==> src/source/debug_pkg.sv <==
package debug_pkg;

    typedef logic [7:0]  byte_t;
    typedef logic [31:0] word_t;

    localparam int NUM_REGISTERS = 32;

    // Register 0 sits in the lowest word
    typedef logic [NUM_REGISTERS*32-1:0] regfile_t;
    typedef logic [31:0]                 if_id_t;
    typedef logic [5:0]                  mem_addr_t;  // 64-byte data memory

    typedef enum logic [7:0] {
        CMD_DUMP_REGS  = 8'h01,
        CMD_DUMP_IF_ID = 8'h02,
        CMD_CONTINUOUS = 8'h08,
        CMD_STEP_MODE  = 8'h09,
        CMD_STEP       = 8'h0A,
        CMD_READ_MEM   = 8'h0B
    } cmd_e;

    localparam byte_t ACK_BYTE = 8'h52;  // 'R'

    localparam int OVERSAMPLE = 16;  // Ticks per serial bit

endpackage

==> src/source/uart_rx.sv <==
`timescale 1ns/10ps

module uart_rx import debug_pkg::*; #(
    parameter int CLKS_PER_TICK = 131
) (
    input  logic  i_clk,
    input  logic  i_reset,
    input  logic  i_rx,
    output byte_t o_data,
    output logic  o_valid
);

    localparam int CW  = $clog2(CLKS_PER_TICK + 1);
    localparam int OSW = $clog2(OVERSAMPLE);

    typedef enum logic [1:0] {RX_IDLE, RX_START, RX_DATA, RX_STOP} rx_state_e;

    rx_state_e      state;
    logic [1:0]     rx_sync;
    logic           rx;
    logic [CW-1:0]  clk_cnt;
    logic           tick;
    logic [OSW-1:0] os_cnt;
    logic [2:0]     bit_idx;
    byte_t          shift;

    assign rx     = rx_sync[1];
    assign tick   = (state != RX_IDLE) && (clk_cnt == CW'(CLKS_PER_TICK - 1));
    assign o_data = shift;

    always_ff @(posedge i_clk or posedge i_reset) begin
        if (i_reset) begin
            rx_sync <= 2'b11;  // Line idles high
            state   <= RX_IDLE;
            clk_cnt <= '0;
            os_cnt  <= '0;
            bit_idx <= '0;
            o_valid <= 1'b0;
        end else begin
            rx_sync <= {rx_sync[0], i_rx};
            o_valid <= 1'b0;
            clk_cnt <= (tick || state == RX_IDLE) ? '0 : clk_cnt + 1'b1;
            case (state)
                RX_IDLE: begin
                    os_cnt <= '0;
                    if (!rx) begin
                        state <= RX_START;
                    end
                end
                RX_START: if (tick) begin
                    if (os_cnt == OSW'(OVERSAMPLE/2 - 1)) begin
                        os_cnt  <= '0;
                        bit_idx <= '0;
                        state   <= rx ? RX_IDLE : RX_DATA;  // Glitch, not a start bit
                    end else begin
                        os_cnt <= os_cnt + 1'b1;
                    end
                end
                RX_DATA: if (tick) begin
                    if (os_cnt == OSW'(OVERSAMPLE - 1)) begin
                        os_cnt  <= '0;
                        bit_idx <= bit_idx + 1'b1;
                        if (bit_idx == 3'd7) begin
                            state <= RX_STOP;
                        end
                    end else begin
                        os_cnt <= os_cnt + 1'b1;
                    end
                end
                default: if (tick) begin
                    if (os_cnt == OSW'(OVERSAMPLE - 1)) begin
                        o_valid <= 1'b1;  // Middle of stop bit
                        state   <= RX_IDLE;
                    end else begin
                        os_cnt <= os_cnt + 1'b1;
                    end
                end
            endcase
        end
    end

    always_ff @(posedge i_clk) begin
        if (state == RX_DATA && tick && os_cnt == OSW'(OVERSAMPLE - 1)) begin
            shift <= {rx, shift[7:1]};  // LSB arrives first
        end
    end

endmodule

==> src/source/uart_tx.sv <==
`timescale 1ns/10ps

module uart_tx import debug_pkg::*; #(
    parameter int CLKS_PER_TICK = 131
) (
    input  logic  i_clk,
    input  logic  i_reset,
    input  logic  i_start,
    input  byte_t i_data,
    output logic  o_tx,
    output logic  o_busy,
    output logic  o_done
);

    localparam int CW  = $clog2(CLKS_PER_TICK + 1);
    localparam int OSW = $clog2(OVERSAMPLE);

    typedef enum logic [1:0] {TX_IDLE, TX_START, TX_DATA, TX_STOP} tx_state_e;

    tx_state_e      state;
    logic [CW-1:0]  clk_cnt;
    logic           tick;
    logic           bit_end;
    logic [OSW-1:0] os_cnt;
    logic [2:0]     bit_idx;
    byte_t          shift;

    assign o_busy  = (state != TX_IDLE);
    assign tick    = o_busy && (clk_cnt == CW'(CLKS_PER_TICK - 1));
    assign bit_end = tick && (os_cnt == OSW'(OVERSAMPLE - 1));
    assign o_tx    = (state == TX_START) ? 1'b0 :
                     (state == TX_DATA)  ? shift[0] : 1'b1;

    always_ff @(posedge i_clk or posedge i_reset) begin
        if (i_reset) begin
            state   <= TX_IDLE;
            clk_cnt <= '0;
            os_cnt  <= '0;
            bit_idx <= '0;
            o_done  <= 1'b0;
        end else begin
            o_done  <= 1'b0;
            clk_cnt <= (tick || !o_busy) ? '0 : clk_cnt + 1'b1;
            if (tick) begin
                os_cnt <= os_cnt + 1'b1;  // Wraps at OVERSAMPLE
            end
            case (state)
                TX_IDLE: begin
                    os_cnt  <= '0;
                    bit_idx <= '0;
                    if (i_start) begin
                        state <= TX_START;
                    end
                end
                TX_START: if (bit_end) state <= TX_DATA;
                TX_DATA: if (bit_end) begin
                    bit_idx <= bit_idx + 1'b1;
                    if (bit_idx == 3'd7) begin
                        state <= TX_STOP;
                    end
                end
                default: if (bit_end) begin
                    o_done <= 1'b1;  // End of stop bit
                    state  <= TX_IDLE;
                end
            endcase
        end
    end

    always_ff @(posedge i_clk) begin
        if (state == TX_IDLE && i_start) begin
            shift <= i_data;
        end else if (state == TX_DATA && bit_end) begin
            shift <= shift >> 1;
        end
    end

endmodule

==> src/source/command_decoder.sv <==
`timescale 1ns/10ps

module command_decoder import debug_pkg::*; (
    input  logic       i_clk,
    input  logic       i_reset,
    input  logic       i_rx_valid,
    input  byte_t      i_rx_data,
    output logic [2:0] o_dump_start,
    input  logic       i_dump_done,
    output mem_addr_t  o_mem_addr,
    output logic       o_step_enable,
    output logic       o_ack_req,
    output byte_t      o_ack_data,
    input  logic       i_ack_ack
);

    typedef enum logic [2:0] {
        DEC_IDLE, DEC_WAIT_ADDR, DEC_MEM_START, DEC_WAIT_DUMP, DEC_ACK_REQ, DEC_ACK_RELEASE
    } dec_state_e;

    dec_state_e state;
    logic       continuous;
    logic       step_pulse;

    assign o_ack_req     = (state == DEC_ACK_REQ);
    assign o_ack_data    = ACK_BYTE;
    assign o_step_enable = continuous | step_pulse;

    always_ff @(posedge i_clk or posedge i_reset) begin
        if (i_reset) begin
            state        <= DEC_IDLE;
            continuous   <= 1'b1;
            step_pulse   <= 1'b0;
            o_dump_start <= '0;
            o_mem_addr   <= '0;
        end else begin
            step_pulse   <= 1'b0;
            o_dump_start <= '0;
            case (state)
                DEC_IDLE: if (i_rx_valid) begin
                    case (i_rx_data)
                        CMD_DUMP_REGS: begin
                            o_dump_start <= 3'b001;
                            state        <= DEC_WAIT_DUMP;
                        end
                        CMD_DUMP_IF_ID: begin
                            o_dump_start <= 3'b010;
                            state        <= DEC_WAIT_DUMP;
                        end
                        CMD_READ_MEM: state <= DEC_WAIT_ADDR;
                        CMD_CONTINUOUS: begin
                            continuous <= 1'b1;
                            state      <= DEC_ACK_REQ;
                        end
                        CMD_STEP_MODE: begin
                            continuous <= 1'b0;
                            state      <= DEC_ACK_REQ;
                        end
                        CMD_STEP: step_pulse <= !continuous;  // Silent, no reply
                        default: ;  // Unknown byte dropped
                    endcase
                end
                DEC_WAIT_ADDR: if (i_rx_valid) begin
                    o_mem_addr <= i_rx_data[5:0];
                    state      <= DEC_MEM_START;
                end
                DEC_MEM_START: begin
                    o_dump_start <= 3'b100;  // Memory word settled by now
                    state        <= DEC_WAIT_DUMP;
                end
                DEC_WAIT_DUMP: if (i_dump_done) state <= DEC_ACK_REQ;
                DEC_ACK_REQ: if (i_ack_ack) state <= DEC_ACK_RELEASE;
                default: if (!i_ack_ack) state <= DEC_IDLE;
            endcase
        end
    end

endmodule

==> src/source/snapshot_sender.sv <==
`timescale 1ns/10ps

module snapshot_sender import debug_pkg::*; #(
    parameter type payload_t = word_t
) (
    input  logic     i_clk,
    input  logic     i_reset,
    input  logic     i_start,
    input  payload_t i_payload,
    output logic     o_req,
    output byte_t    o_data,
    input  logic     i_ack,
    output logic     o_done
);

    localparam int NUM_BYTES = ($bits(payload_t) + 7) / 8;
    localparam int BUF_W     = NUM_BYTES * 8;
    localparam int IDX_W     = (NUM_BYTES > 1) ? $clog2(NUM_BYTES) : 1;

    typedef enum logic [1:0] {SND_IDLE, SND_REQ, SND_RELEASE} snd_state_e;

    snd_state_e       state;
    logic [IDX_W-1:0] idx;
    logic [BUF_W-1:0] buffer;

    assign o_req  = (state == SND_REQ);
    assign o_data = buffer[idx*8 +: 8];

    always_ff @(posedge i_clk or posedge i_reset) begin
        if (i_reset) begin
            state  <= SND_IDLE;
            idx    <= '0;
            o_done <= 1'b0;
        end else begin
            o_done <= 1'b0;
            case (state)
                SND_IDLE: if (i_start) begin
                    idx   <= '0;
                    state <= SND_REQ;
                end
                SND_REQ: if (i_ack) state <= SND_RELEASE;
                default: if (!i_ack) begin
                    if (idx == IDX_W'(NUM_BYTES - 1)) begin
                        o_done <= 1'b1;
                        state  <= SND_IDLE;
                    end else begin
                        idx   <= idx + 1'b1;
                        state <= SND_REQ;
                    end
                end
            endcase
        end
    end

    always_ff @(posedge i_clk) begin
        if (state == SND_IDLE && i_start) begin
            buffer <= BUF_W'(i_payload);  // Zero padded to whole bytes
        end
    end

endmodule

==> src/source/tx_arbiter.sv <==
`timescale 1ns/10ps

module tx_arbiter import debug_pkg::*; #(
    parameter int NUM_REQ = 4
) (
    input  logic               i_clk,
    input  logic               i_reset,
    input  logic [NUM_REQ-1:0] i_req,
    input  byte_t              i_data [NUM_REQ],
    output logic [NUM_REQ-1:0] o_ack,
    output logic               o_tx_start,
    output byte_t              o_tx_data,
    input  logic               i_tx_done
);

    localparam int IDX_W = (NUM_REQ > 1) ? $clog2(NUM_REQ) : 1;

    typedef enum logic [1:0] {ARB_IDLE, ARB_SEND, ARB_ACK} arb_state_e;

    arb_state_e       state;
    logic [IDX_W-1:0] grant;
    logic [IDX_W-1:0] winner;

    // Lowest index wins
    always_comb begin
        winner = '0;
        for (int k = NUM_REQ - 1; k >= 0; k--) begin
            if (i_req[k]) begin
                winner = IDX_W'(k);
            end
        end
    end

    assign o_tx_data = i_data[grant];
    assign o_ack     = (state == ARB_ACK) ? NUM_REQ'(1) << grant : '0;

    always_ff @(posedge i_clk or posedge i_reset) begin
        if (i_reset) begin
            state      <= ARB_IDLE;
            grant      <= '0;
            o_tx_start <= 1'b0;
        end else begin
            o_tx_start <= 1'b0;
            case (state)
                ARB_IDLE: if (|i_req) begin
                    grant      <= winner;
                    o_tx_start <= 1'b1;
                    state      <= ARB_SEND;
                end
                ARB_SEND: if (i_tx_done) state <= ARB_ACK;
                default: if (!i_req[grant]) state <= ARB_IDLE;  // Grant released
            endcase
        end
    end

endmodule

==> src/source/debug_unit.sv <==
`timescale 1ns/10ps

module debug_unit import debug_pkg::*; #(
    parameter int CLKS_PER_TICK = 131,
    parameter int NUM_REQ       = 4
) (
    input  logic      i_clk,
    input  logic      i_reset,
    input  logic      i_uart_rx,
    input  regfile_t  i_registers,
    input  if_id_t    i_if_id,
    input  word_t     i_mem_data,
    output logic      o_uart_tx,
    output mem_addr_t o_mem_addr,
    output logic      o_step_enable
);

    byte_t              rx_data;
    logic               rx_valid;
    logic [2:0]         dump_start;
    logic [2:0]         sender_done;
    logic               dump_done;
    logic [NUM_REQ-1:0] arb_req;
    logic [NUM_REQ-1:0] arb_ack;
    byte_t              arb_data [NUM_REQ];
    logic               tx_start;
    byte_t              tx_data;
    logic               tx_done;

    assign dump_done = |sender_done;

    uart_rx #(.CLKS_PER_TICK(CLKS_PER_TICK)) u_uart_rx (
        .i_clk(i_clk), .i_reset(i_reset), .i_rx(i_uart_rx),
        .o_data(rx_data), .o_valid(rx_valid)
    );

    command_decoder u_decoder (
        .i_clk(i_clk), .i_reset(i_reset),
        .i_rx_valid(rx_valid), .i_rx_data(rx_data),
        .o_dump_start(dump_start), .i_dump_done(dump_done),
        .o_mem_addr(o_mem_addr), .o_step_enable(o_step_enable),
        .o_ack_req(arb_req[0]), .o_ack_data(arb_data[0]), .i_ack_ack(arb_ack[0])
    );

    snapshot_sender #(.payload_t(regfile_t)) u_regs_sender (
        .i_clk(i_clk), .i_reset(i_reset), .i_start(dump_start[0]), .i_payload(i_registers),
        .o_req(arb_req[1]), .o_data(arb_data[1]), .i_ack(arb_ack[1]), .o_done(sender_done[0])
    );

    snapshot_sender #(.payload_t(if_id_t)) u_if_id_sender (
        .i_clk(i_clk), .i_reset(i_reset), .i_start(dump_start[1]), .i_payload(i_if_id),
        .o_req(arb_req[2]), .o_data(arb_data[2]), .i_ack(arb_ack[2]), .o_done(sender_done[1])
    );

    snapshot_sender #(.payload_t(word_t)) u_mem_sender (
        .i_clk(i_clk), .i_reset(i_reset), .i_start(dump_start[2]), .i_payload(i_mem_data),
        .o_req(arb_req[3]), .o_data(arb_data[3]), .i_ack(arb_ack[3]), .o_done(sender_done[2])
    );

    tx_arbiter #(.NUM_REQ(NUM_REQ)) u_arbiter (
        .i_clk(i_clk), .i_reset(i_reset),
        .i_req(arb_req), .i_data(arb_data), .o_ack(arb_ack),
        .o_tx_start(tx_start), .o_tx_data(tx_data), .i_tx_done(tx_done)
    );

    uart_tx #(.CLKS_PER_TICK(CLKS_PER_TICK)) u_uart_tx (
        .i_clk(i_clk), .i_reset(i_reset), .i_start(tx_start), .i_data(tx_data),
        .o_tx(o_uart_tx), .o_busy(), .o_done(tx_done)
    );

endmodule

==> config.mk <==
export PLATFORM = sky130hd
export DESIGN_NAME = debug_unit
export DESIGN_NICKNAME = d
export VERILOG_FILES = /design/src/source/debug_pkg.sv /design/src/source/uart_rx.sv /design/src/source/uart_tx.sv /design/src/source/command_decoder.sv /design/src/source/snapshot_sender.sv /design/src/source/tx_arbiter.sv /design/src/source/debug_unit.sv
export SDC_FILE = /design/constraint.sdc
export NUM_CORES = 1
export LEC_CHECK = 0
export BUFFER_PORTS_ARGS = -buffer_cell sky130_fd_sc_hd__buf_2
export CAP_MARGIN = 15
export CORE_AREA = 5 5 425 427
export DETAILED_ROUTE_END_ITERATION = 6
export DIE_AREA = 0 0 430 432
export GPL_TIMING_DRIVEN = 1
export PLACE_DENSITY = 0.45
export SLEW_MARGIN = 10
export SYNTH_ARGS = -nofsm -noshare
export SYNTH_HDL_FRONTEND = slang
export SYNTH_SLANG_ARGS = --single-unit
==> constraint.sdc <==
create_clock -name i_clk -period 31 [get_ports i_clk]
set_clock_uncertainty 0.1 [all_clocks]
set_input_delay 3.1 -clock i_clk [delete_from_list [all_inputs] [get_ports i_clk]]
set_output_delay 3.1 -clock i_clk [all_outputs]
set_load 0.01 [all_outputs]
Word level (Yosys, flattened, before mapping)
Cells that the tools add are included.
{"block": "classes", "mux": 109, "n_lt_le_gt_ge": 2, "bitwise": 5, "shift": 4, "add_sub_neg": 9, "eq_ne": 64, "n_reduce_logical": 56}
{"operator": "indexed part select 1024 x 11 -> 8 bit", "count": 1}
{"operator": "2-to-1 mux 2 bit", "count": 36}
{"operator": "indexed part select 32 x 6 -> 8 bit", "count": 2}
{"operator": "2-to-1 mux 8 bit", "count": 6}
{"operator": "2-to-1 mux 4 bit", "count": 9}
{"operator": "2-to-1 mux 3 bit", "count": 11}
{"operator": "== test 8 x 4 -> 1 bit, second input constant", "count": 4}
{"operator": "inequality test 2 bit, second input constant", "count": 15}
{"operator": "one-hot mux 2 bit (2 select lines)", "count": 7}
{"operator": "inequality test 2 x 1 -> 1 bit, second input constant", "count": 13}
{"operator": "2-to-1 mux 1 bit", "count": 25}
{"operator": "2-to-1 mux 7 bit", "count": 3}
{"operator": "one-hot mux 3 bit (2 select lines)", "count": 3}
{"operator": "nonzero test 2 bit", "count": 9}
{"operator": "adder 8 x 1 -> 8 bit, second input constant", "count": 2}
{"operator": "binary-select mux 8 bit (select 2 bit)", "count": 1}
{"operator": "== test 8 bit, second input constant", "count": 2}
{"operator": "AND reduction 4 bit", "count": 4}
{"operator": "one-hot mux 3 bit (5 select lines)", "count": 1}
{"operator": "AND reduction 3 bit", "count": 5}
{"operator": "one-hot mux 7 bit (2 select lines)", "count": 1}
{"operator": "== test 2 x 1 -> 1 bit, second input constant", "count": 6}
{"operator": "zero test 2 bit", "count": 6}
{"operator": "one-hot mux 2 bit (3 select lines)", "count": 2}
{"operator": "other kinds (40)", "count": 75}
{"block": "totals", "in_bits": 1091, "word_cells": 282, "ff_bits": 1181}

Depth between registers and ports, before layout
Gate-level depths: netlist of the first run.
{"block": "logic_depth", "ltp_word": 6, "ltp_mapped": 11}

Modules after synthesis
Synthesis of the first run repeated with hierarchy kept, for this count alone.
{"block": "hier_totals", "cells_unflattened": 2475, "area_unflattened_um2": 47046.4}
{"module": "snapshot_sender at u_regs_sender", "seq_area_each_um2": 30999.7, "area_per_inst_um2": 40127.2, "cells_each": 1985, "n_inst": 1}
{"module": "snapshot_sender at u_if_id_sender ...", "seq_area_each_um2": 1086.0, "area_per_inst_um2": 1408.9, "cells_each": 68, "n_inst": 2}
{"module": "uart_rx", "seq_area_each_um2": 743.2, "area_per_inst_um2": 1436.4, "cells_each": 121, "n_inst": 1}
{"module": "uart_tx", "seq_area_each_um2": 690.7, "area_per_inst_um2": 1310.0, "cells_each": 114, "n_inst": 1}
{"module": "command_decoder", "seq_area_each_um2": 351.6, "area_per_inst_um2": 808.3, "cells_each": 74, "n_inst": 1}
{"module": "tx_arbiter", "seq_area_each_um2": 125.1, "area_per_inst_um2": 540.5, "cells_each": 44, "n_inst": 1}
{"module": "debug_unit", "seq_area_each_um2": 0.0, "area_per_inst_um2": 6.3, "cells_each": 1, "n_inst": 1}

Least setup slack after synthesis of the first run
OpenSTA, ideal clock, no wires.
{"block": "synth_timing", "path_type": "reg2reg", "startpoint": "reg u_regs_sender.state[1]", "endpoint": "reg u_regs_sender.idx[5]", "slack_ps": -1696, "stages_incl_launch_ff": 8, "setup_time_ps": 1260, "arrival_ps": 31336, "synth_period_minus_slack_ps": 32696, "path_cell_list": "dfrtp_1 -> nor2_1 -> and2_1 -> clkbuf_1 -> o21bai_1 -> nand4_1 -> xnor2_1 -> nor2_1"}
{"block": "synth_between", "elab_chain_cells": 3, "word_cells_on_any_way": 8}
{"item": "from (decl)", "line_no": "snapshot_sender.sv:22", "text": "snd_state_e state;"}
{"item": "from (signal assigned)", "line_no": "snapshot_sender.sv:31", "text": "state <= SND_IDLE;"}
{"item": "from (signal assigned)", "line_no": "snapshot_sender.sv:39", "text": "state <= SND_REQ;"}
{"item": "from (signal assigned)", "line_no": "snapshot_sender.sv:41", "text": "SND_REQ: if (i_ack) state <= SND_RELEASE;"}
{"item": "zero test 2 bit / == test 2 x 1 -> 1 bit (equally long branches)", "line_no": "snapshot_sender.sv:36", "text": "case (state)"}
{"item": "inequality test 2 bit (no line) (tied with other cells)"}
{"item": "AND reduction 4 bit (no line)"}
{"item": "to (signal assigned)", "line_no": "snapshot_sender.sv:47", "text": "idx <= idx + 1'b1;"}
{"item": "to (decl)", "line_no": "snapshot_sender.sv:23", "text": "logic [IDX_W-1:0] idx;"}
Parallel ways exist; a longest one is shown, timed or not.
A chain may end at the register's enable or synchronous reset.

Worst setup path after layout of the first run
{"block": "layout_timing", "startpoint": "reg u_regs_sender.idx[0]", "endpoint": "reg u_uart_tx.shift[0], data pin"}
{"block": "layout_between", "elab_chain_cells": 5}
{"item": "indexed part select 1024 x 11 -> 8 bit", "line_no": "snapshot_sender.sv:27", "text": "assign o_data = buffer[idx*8 +: 8];"}
{"item": "binary-select mux 8 bit (select 2 bit)", "line_no": "tx_arbiter.sv:34", "text": "assign o_tx_data = i_data[grant];"}
{"item": "2-to-1 mux 8 bit (implied by the code) (2 in series)", "line_no": "tx_arbiter.sv:34"}
{"item": "2-to-1 mux 8 bit", "line_no": "uart_tx.sv:71", "text": "if (state == TX_IDLE && i_start) begin"}
{"item": "to (signal assigned)", "line_no": "uart_tx.sv:72", "text": "shift <= i_data;"}
{"item": "to (signal assigned)", "line_no": "uart_tx.sv:74", "text": "shift <= shift >> 1;"}
{"item": "to (decl)", "line_no": "uart_tx.sv:26", "text": "byte_t shift;"}
No other way between the ends. The select of a mux whose other input is x is not followed.

==> run_results.csv, run 1 <==
group,metric,value,unit
die,core,176000,um^2
clock_network,cts_tree,"yes",
finish,final_core_util,0.335,
finish,area_growth,27.3,%
yosys,syn_area,46300,um^2
power_and_ir_drop,p_total,3.43,mW
worst_hold_path,hp-class,"flip-flop to flip-flop",
finish,drive_gt1_frac,0.444,
power_and_ir_drop,p_per_area,58.2,nW/um^2
yosys,post_synth.cell_area_avg,20.0,um^2
clock_network,insertion_delay,760,ps
place,dp_hpwl,142000,um
clock_network,clk_pin_slew_worst_paths,60,ps
global_routing,grt_start_max_net_pins,185,
setup_path,startpoint_type,"flip-flop",
place,io_buffers,1098,
sta,period_share,0.182,
setup_path,cp-end-kind,"flip-flop",
setup_path,crit_chain,"buf_4 -> buf_4 -> buf_4 -> buf_4 -> mux4_2 -> mux2i_1 -> nand2_1 -> a31oi_1 -> a41oi_1 -> o32a_1",
setup_path,regToRegSetupSlack,25360,ps
sta,layout_setup_ws,25360,ps
global_routing,grt_pass1_vias,28700,
place,place_ws,25200,ps
sta,relSlewSlack,0.194,
global_routing,antenna_found_initial,159,
finish,multi_input_area,10400,um^2
yosys,synth-edff-count,1104,
drt,via_per_inst,4.65,
die,start_util,0.263,
sta,setup_violations,0,
drt,wire_per_inst,30.9,um
sta,min_period,5640,ps
finish,final_cells,5982,
sta,worstMarginPinSlew,1200,ps
sta,rsz0062_at_grt,"no",
yosys,synth-seq-cells,1181,
drt,dr.pass1.iters,5,
yosys,async_reset_ff_frac,0.0652,
drt,totalWireLength,185000,um
setup_path,crit_top_cell,"buf_4",
power_and_ir_drop,ir_worst_vdd,0.0488,mV
die,placementRows,154,
job,cap_violations,0,
drt,ant_nets,0,
die,dieWidth,430,um
place,post_dp_cell_area,54400,um^2
yosys,yosysSeqAreaShare,0.758,
die,io_pins,1099,
yosys,ys_types,75,
die,die_area,186000,um^2
clock_network,cts.root.buffer_cell,"clkbuf_16",
yosys,yosys_warnings,0,
setup_path,cp_slowest_stage_delay,830,ps
sta,fmax,177,MHz
clock_network,clockBufferDepth,3,
status,status,"finished clean",
die,die_y,432,um
sta,report.final.slew_viol_count,0,
finish,fin_nets,4600,
clock_network,post_cts.repair.setup_buffers,0,
sta,holdWs,257,ps
yosys,synth_top_area_frac,0.716,
global_routing,grt.total_usage,0.192,
place,placedCellCount,5685,
setup_path,cp_max_fo,44,
finish,seq_area,35100,um^2
clock_network,post_cts_resize_count,0,
place,place_congestion,0.836,
clock_network,clock_sinks,1181,
yosys,synth_ff_type,"edfxtp_1",
setup_path,slowest_stage,"dfrtp_4",
yosys,synth_nets,3432,
drt,num_vias,27800,
yosys,synthTopCellsByArea,"edfxtp_1 (72%), mux4_2 (9.7%), dfrtp_1 (4.0%), mux2i_1 (3.6%), mux2_2 (0.85%)",
finish,num-fill-cells,17000,
global_routing,gr-total-overflow,0,
setup_path,cp_data_arrival_time,6050,ps
clock_network,cts_hold_buf,0,
setup_path,path_class,"flip-flop to flip-flop",
setup_path,required,31410,ps
sta,hold_viol_final,0,
drt,remaining_drc_errors,0,
drt,drtIter0Drc,2211,
yosys,yosys.area.top_type,"edfxtp_1",
clock_network,cts.htree.levels,4,
finish,stdcell_area,58900,um^2
yosys,postSynthCellCount,2320,
sta,finalSetupTns,0,ps
clock_network,cts_buffers,141,
global_routing,grt_pass1_wl,242000,um
power_and_ir_drop,leakage,20.4,nW
cell families after synthesis:
kind of cell,count (synthesis),share of synthesized area
flip-flops,1181,0.758
buffers and inverters,142,0.0193
XOR/XNOR,20,0.00378
AO/OA/AOI/OAI,268,0.0402
adder cells (fa/ha/maj),21,0.00568
multiplexers,405,0.143
AND/OR/NAND/NOR,283,0.0300
layout by cell type (no fill, tap or decap), types with 10 or more instances in the layout:
| cell type | instances |
|---|---|
| edfxtp_1 | 1104 |
| buf_2 | 1098 |
| mux4_2 | 199 |
| mux2i_1 | 165 |
| clkbuf_16 | 145 |
| nor2_1 | 80 |
| dfrtp_1 | 68 |
| nand2_1 | 64 |
| a21oi_1 | 47 |
| o22ai_1 | 46 |
| diode_2 | 41 |
| buf_4 | 41 |
| clkinv_1 | 39 |
| mux2_2 | 35 |
| nand3_1 | 33 |
| o21ai_0 | 30 |
| clkbuf_1 | 25 |
| a22oi_1 | 24 |
| a211oi_1 | 23 |
| inv_1 | 21 |
| ha_1 | 21 |
| clkinv_2 | 19 |
| nor3_1 | 18 |
| o221ai_1 | 15 |
| xor2_1 | 14 |
| a22o_1 | 14 |
| nor2b_1 | 12 |
| nand2b_1 | 10 |
| and3_1 | 10 |
| o32a_1 | 10 |
worst max-delay path, delay by kind of cell (launching register included):
family	cells	cell delay [ps]
buf+inv	4	2620
flops	1	830
mux	2	820
compound gates	3	700
simple gates	1	100
layer usage:
| metal | vias up | global-route usage | wire length [um] |
|---|---|---|---|
| met5 | - | 0 | 157 |
| met2 | 1193 | 0.352 | 99900 |
| li1 | 12000 | - | - |
| met3 | 409 | 0.0397 | 9910 |
| met4 | 28 | 0.0593 | 5490 |
| met1 | 14200 | 0.224 | 69300 |
where the power goes:
part	leakage [nW]	switching, mW	internal, mW
combinational	7.32	0.0313	0.0477
sequential	10.9	0.0000888	1.74
clock	2.16	0.682	0.926
total	20.4	0.713	2.72
flip-flops by register name (all words and copies together), names as in the netlist, 3 cells and up:
| signal | count |
|---|---|
| u_uart_rx.o_data | 8 |
| u_decoder.state | 3 |
| u_uart_tx.os_cnt | 4 |
| u_uart_tx.clk_cnt | 8 |
| u_regs_sender.buffer | 1024 |
| u_uart_tx.bit_idx | 3 |
| u_uart_rx.bit_idx | 3 |
| u_regs_sender.idx | 7 |
| u_uart_rx.clk_cnt | 8 |
| u_if_id_sender.buffer | 32 |
| u_decoder.o_dump_start | 3 |
| u_decoder.o_mem_addr | 6 |
| u_uart_tx.shift | 8 |
| u_mem_sender.buffer | 32 |
| u_uart_rx.os_cnt | 4 |
worst paths after layout:
| kind | depth (start not counted) | endpoint | start |
|---|---|---|---|
| setup / recovery | 10 | u_uart_tx.shift[0] | u_regs_sender.idx[0] |
| hold / removal | 0 | u_uart_rx.rx_sync[1] | u_uart_rx.rx_sync[0] |
| setup reg to reg | 10 | u_uart_tx.shift[0] | u_regs_sender.idx[0] |
| hold reg to reg | 0 | u_uart_rx.rx_sync[1] | u_uart_rx.rx_sync[0] |
| max in group asynchronous | 3 | u_regs_sender.idx[0] | i_reset |
| min in group asynchronous | 2 | u_uart_rx.state[0] | i_reset |
final cells by class:
| type | count | share of cell area |
|---|---|---|
| sequential | 1181 | 0.596 |
| multi-input combinational | 997 | 0.176 |
| timing repair buffer | 1144 | 0.100 |
| clock buffer | 170 | 0.0632 |
| tap | 2340 | 0.0497 |
| clock inverter | 86 | 0.0123 |
| antenna | 41 | 0.00174 |
| inverter | 23 | 0.00149 |
synth_stat cells (21+ instances only):
cell,instances
edfxtp_1,1104
mux4_2,199
mux2i_1,165
nor2_1,81
dfrtp_1,74
nand2_1,64
a21oi_1,47
o22ai_1,46
mux2_2,35
nand3_1,33
o21ai_0,33
clkbuf_1,32
buf_2,31
buf_6,26
a22oi_1,24
a211oi_1,23
inv_1,23
buf_4,21
ha_1,21
(Power assumes the default switching activity.)
==> run 2, diff against run 1 <==
PLACE_DENSITY = 0.43   (was 0.45)
clock period = 5.3 ns   (was 31 ns; I/O delays follow)
==> run_results.csv, run 2 (same netlist as run 1, synthesis figures left out) <==
group,metric,value,unit
setup_path,path_class,"flip-flop to flip-flop",
setup_path,worst-path-buf-inv,1,
global_routing,grt_pass1_wl,263000,um
finish,reg_top3,"u_regs_sender.buffer (1024), u_if_id_sender.buffer (32), u_mem_sender.buffer (32)",
sta,hold_viol_final,0,
setup_path,cp_data_arrival_time,4350,ps
setup_path,cp-end-kind,"flip-flop",
drt,wire_per_inst,26.9,um
power_and_ir_drop,leakage,25.1,nW
drt,drtIter0Drc,2351,
finish,area_growth,51.7,%
finish,stdcell_area,70200,um^2
clock_network,clock_sinks,1181,
place,post_dp_cell_area,54600,um^2
die,placementRows,154,
die,io_pins,1099,
die,core,176000,um^2
clock_network,cts.root.buffer_cell,"clkbuf_16",
setup_path,crit_chain,"buf_4 -> or3b_1 -> o22ai_1 -> a2111oi_1 -> a2111oi_1 -> a21oi_1 -> a31oi_1",
sta,layout_setup_ws,1360,ps
finish,largest_reg_flops,1024,
drt,via_per_inst,4.45,
setup_path,cpLargestDelayFamily,"compound AO/OA/AOI/OAI gates",
clock_network,cts_buffers,142,
job,cap_violations,0,
place,dp_hpwl,142000,um
finish,fin_nets,5697,
global_routing,grt.total_usage,0.200,
setup_path,cp_max_fo,34,
drt,dr.pass1.iters,5,
sta,fmax,254,MHz
sta,period_share,0.744,
sta,min_period,3940,ps
power_and_ir_drop,ir_worst_vdd,0.289,mV
setup_path,cp_slowest_stage_delay,950,ps
die,start_util,0.263,
die,die_y,432,um
finish,final_cell_mix,"edfxtp_1 (1104), buf_2 (1098), dlygate4sd3_1 (1090), mux4_2 (199), mux2i_1 (165)",
die,die_area,186000,um^2
clock_network,insertion_delay,790,ps
clock_network,cts.htree.levels,4,
drt,ant_nets,0,
setup_path,startpoint_type,"flip-flop",
place,place_ws,1330,ps
finish,final_common_cell,"edfxtp_1",
sta,finalSetupTns,0,ps
finish,regMostFlops,"u_regs_sender.buffer",
place,io_buffers,1098,
power_and_ir_drop,p_per_area,300,nW/um^2
sta,setup_violations,0,
finish,num-fill-cells,16300,
drt,totalWireLength,191000,um
worst_hold_path,hp-class,"flip-flop to flip-flop",
global_routing,grt_pass1_vias,35200,
die,dieWidth,430,um
status,status,"finished clean",
setup_path,required,5700,ps
clock_network,cts_tree,"yes",
sta,report.final.slew_viol_count,0,
sta,relSlewSlack,0.183,
sta,rsz0062_at_grt,"no",
drt,num_vias,31600,
setup_path,crit_top_cell,"a2111oi_1",
sta,worstMarginPinSlew,1210,ps
clock_network,clk_pin_slew_worst_paths,60,ps
finish,drive_gt1_frac,0.344,
clock_network,clockBufferDepth,3,
global_routing,gr-total-overflow,0,
global_routing,grt_start_max_net_pins,160,
place,place_congestion,0.846,
clock_network,post_cts.repair.setup_buffers,0,
global_routing,antenna_found_initial,72,
drt,remaining_drc_errors,0,
setup_path,slowest_stage,"dfrtp_4",
[run 2: cell count changes in the layout (fill, tap and decap cells not counted), sizes merged]
cell,delta
diode,+20
dlygate4sd3,+1090
clkinvlp,+1
clkbuf,-3
bufinv,+4
clkinv,-9
inv,+6
buf,+6
[run 2: final timing paths]
kind	slack, ps	end	start	cells after the start
max	1360	u_uart_tx.shift[4]	u_regs_sender.idx[1]	7
min	270	u_uart_rx.rx_sync[1]	u_uart_rx.rx_sync[0]	0
max reg2reg	1360	u_uart_tx.shift[4]	u_regs_sender.idx[1]	7
min reg2reg	270	u_uart_rx.rx_sync[1]	u_uart_rx.rx_sync[0]	0
max in group asynchronous	3740	u_regs_sender.idx[3]	i_reset	4
min in group asynchronous	320	u_decoder.step_pulse	i_reset	3
[run 2: repair_timing]
item / 4_1_cts / 5_1_grt
endpoints found under the hold margin: 1128 / 0
hold buffers: 1090 / 0
gates resized for setup: 0 / 0
[run 2: power by group]
group / switching (mW) / total (mW) / internal, mW / leakage [nW]
registers: 0.000622 / 10.2 / 10.2 / 10.9
logic: 0.378 / 1.19 / 0.808 / 11.9
clock network: 4.05 / 9.65 / 5.60 / 2.22
total: 4.43 / 21.0 / 16.6 / 25.1
[run 2: metrics by stage]
stage	utilization	power, mW	cells	hold WS (ps)
3_5_place_dp	0.311	10.8	5691	250
3_3_place_gp	0.311	10.8	5691	263
4_1_cts	0.399	21.3	7036	257
2_1_floorplan	-	10.4	2320	245
6_report	0.399	21.0	7097	269
5_1_grt	0.399	21.8	7088	269
[run 2: cell type report]
type	count	area (um^2)	area share
Timing Repair Buffer	2240	17000	0.242
Clock buffer	167	3700	0.0527
Inverter	23	87.6	0.00125
Clock inverter	88	852	0.0121
Multi-Input combinational cell	997	10400	0.147
Sequential cell	1181	35100	0.500
Antenna cell	61	153	0.00217
Tap cell	2340	2930	0.0417
[run 2: layer usage]
layer,routed length [um],track usage,vias up
met2,103000,0.369,1197
li1,-,-,14200
met3,9870,0.0398,315
met4,5330,0.0612,10
met1,73500,0.234,15800
met5,68,0,-
[run 2: worst reg2reg max path, delay by kind of cell (launching register included)]
kind,cells,cell delay [ps]
DFF,1,950
buffers and inverters,1,310
AOI/OAI and AO/OA,5,1410
and+or+nand+nor,1,910
==> run 3, diff against run 2 <==
PLACE_DENSITY = 0.45   (was 0.43)
clock period = 3.45 ns   (was 5.3 ns; I/O delays follow)
==> run_results.csv, run 3 (same netlist as run 1, synthesis figures left out) <==
group,metric,value,unit
job,cap_violations,0,
die,placementRows,154,
drt,via_per_inst,4.48,
die,io_pins,1099,
place,place_congestion,0.850,
worst_hold_path,hp-class,"input pin to flip-flop",
clock_network,post_cts.repair.setup_buffers,0,
sta,finalSetupTns,0,ps
finish,multi_input_area,10400,um^2
power_and_ir_drop,switchingPower,6.84,mW
die,core,176000,um^2
global_routing,grt_start_max_net_pins,118,
die,dieWidth,430,um
clock_network,insertion_delay,790,ps
drt,remaining_drc_errors,0,
sta,rsz0062_at_grt,"no",
drt,wire_per_inst,27.1,um
clock_network,clock_sinks,1181,
drt,ant_nets,0,
drt,drtIter0Drc,2162,
power_and_ir_drop,ir_worst_vdd,0.395,mV
global_routing,grt.total_usage,0.203,
setup_path,r2r_cells,6,
sta,relSlewSlack,0.322,
setup_path,cp_max_fo,17,
drt,wl_met3,8180,um
finish,seq_area,35100,um^2
drt,num_vias,32100,
power_and_ir_drop,pwr-share-comb,0.057,
setup_path,startpoint_type,"flip-flop",
place,io_buffers,1098,
clock_network,cts.htree.levels,4,
power_and_ir_drop,p_clk_frac,0.455,
finish,final_cell_mix,"edfxtp_1 (1104), buf_2 (1098), dlygate4sd3_1 (1090), mux4_2 (199), mux2i_1 (165)",
power_and_ir_drop,p_int,25.2,mW
setup_path,path_class,"flip-flop to flip-flop",
clock_network,clockBufferDepth,3,
worst_hold_path,worstHoldPathCells,2,
setup_path,cp_data_arrival_time,3780,ps
finish,reg_top3,"u_regs_sender.buffer (1024), u_if_id_sender.buffer (32), u_mem_sender.buffer (32)",
power_and_ir_drop,leakage,25.6,nW
sta,setup_violations,0,
global_routing,grt_pass1_vias,35900,
setup_path,regToRegSetupSlack,100,ps
clock_network,cts_tree,"yes",
die,die_area,186000,um^2
drt,totalWireLength,195000,um
finish,final_common_cell,"edfxtp_1",
finish,drive_gt1_frac,0.356,
place,place_ws,-73.4,ps
sta,fmax,299,MHz
place,dp_hpwl,146000,um
sta,layout_setup_ws,105,ps
drt,met2_length,103000,um
finish,num-fill-cells,16100,
die,start_util,0.263,
sta,hold_viol_final,0,
power_and_ir_drop,p_per_area,452,nW/um^2
power_and_ir_drop,seqPwrFrac,0.488,
finish,area_growth,53.4,%
clock_network,clk_pin_slew_worst_paths,60,ps
drt,met1_length,76300,um
power_and_ir_drop,swShare,0.213,
die,die_y,432,um
sta,period_share,0.970,
drt,highest_layer,"met5",
global_routing,grt_pass1_wl,266000,um
sta,min_period,3350,ps
clock_network,cts.root.buffer_cell,"clkbuf_16",
clock_network,cts_buffers,139,
finish,fin_nets,5788,
finish,regMostFlops,"u_regs_sender.buffer",
sta,report.final.slew_viol_count,0,
sta,holdWs,119,ps
global_routing,antenna_found_initial,56,
finish,largest_reg_flops,1024,
drt,dr.pass1.iters,5,
global_routing,gr-total-overflow,0,
sta,worstMarginPinSlew,1010,ps
status,status,"finished clean",
setup_path,cp-end-kind,"flip-flop",
setup_path,required,3890,ps
## run 3: cell count changes in the layout (fill, tap and decap cells not counted), sizes merged
cell      delta
diode       -10
bufinv       -2
clkbuf       +7
clkinv       -8
buf         +94
inv          -2
clkinvlp     -4
## run 3: power groups by stage
stage / Sequential [mW] / Clock [mW] / Combinational, mW
2_1_floorplan: 16.0 / 0 / 0.0131
4_1_cts: 15.7 / 15.0 / 1.83
3_5_place_dp: 16.0 / 0 / 0.743
6_report: 15.7 / 14.6 / 1.84
5_1_grt: 15.6 / 15.6 / 1.94
3_3_place_gp: 16.0 / 0 / 0.733
## run 3: critical path, stage by stage (launching register included)
cell and delay (ps):
dfrtp_4 530, buf_12 220, mux4_2 530, mux2_2 290, o21ai_0 780, a41oi_1 230, o32a_1 350
## run 3: through the flow
stage          std cells  total power [mW]  instance area, um^2  utilization
2_1_floorplan       2320              16.0                46300            -
3_3_place_gp        5785              16.7                55500        0.316
3_5_place_dp        5785              16.7                55500        0.316
4_1_cts             7121              32.5                70900        0.403
5_1_grt             7171              33.2                71000        0.404
6_report            7172              32.1                71000        0.404
## run 3: metal layers
layer	global-route usage	vias up
li1	-	14300
met5	0	-
met1	0.241	16300
met2	0.369	1141
met3	0.0337	352
met4	0.0743	2
## run 3: worst paths after layout
path,from,endpoint
max,u_regs_sender.idx[0],u_uart_tx.shift[2]
min,i_uart_rx,u_uart_rx.rx_sync[0]
max reg2reg,u_regs_sender.idx[0],u_uart_tx.shift[2]
min reg2reg,u_uart_rx.rx_sync[0],u_uart_rx.rx_sync[1]
max in group asynchronous,i_reset,u_decoder.continuous
min in group asynchronous,i_reset,u_uart_rx.state[0]
## run 3: timing repair
action,CTS,global route
endpoints found under the setup margin,1,0
endpoints found under the hold margin,1130,0
gates resized for setup,1,0
hold buffers,1090,0
## run 3: layout make-up
cell class / instances / share of cell area
diodes: 51 / 0.00180
clock buffers: 174 / 0.0513
clock inverters: 72 / 0.0115
inverters: 23 / 0.00123
multi-input cells: 997 / 0.146
flip-flops and latches: 1181 / 0.494
well taps: 2340 / 0.0412
repair buffers: 2334 / 0.253
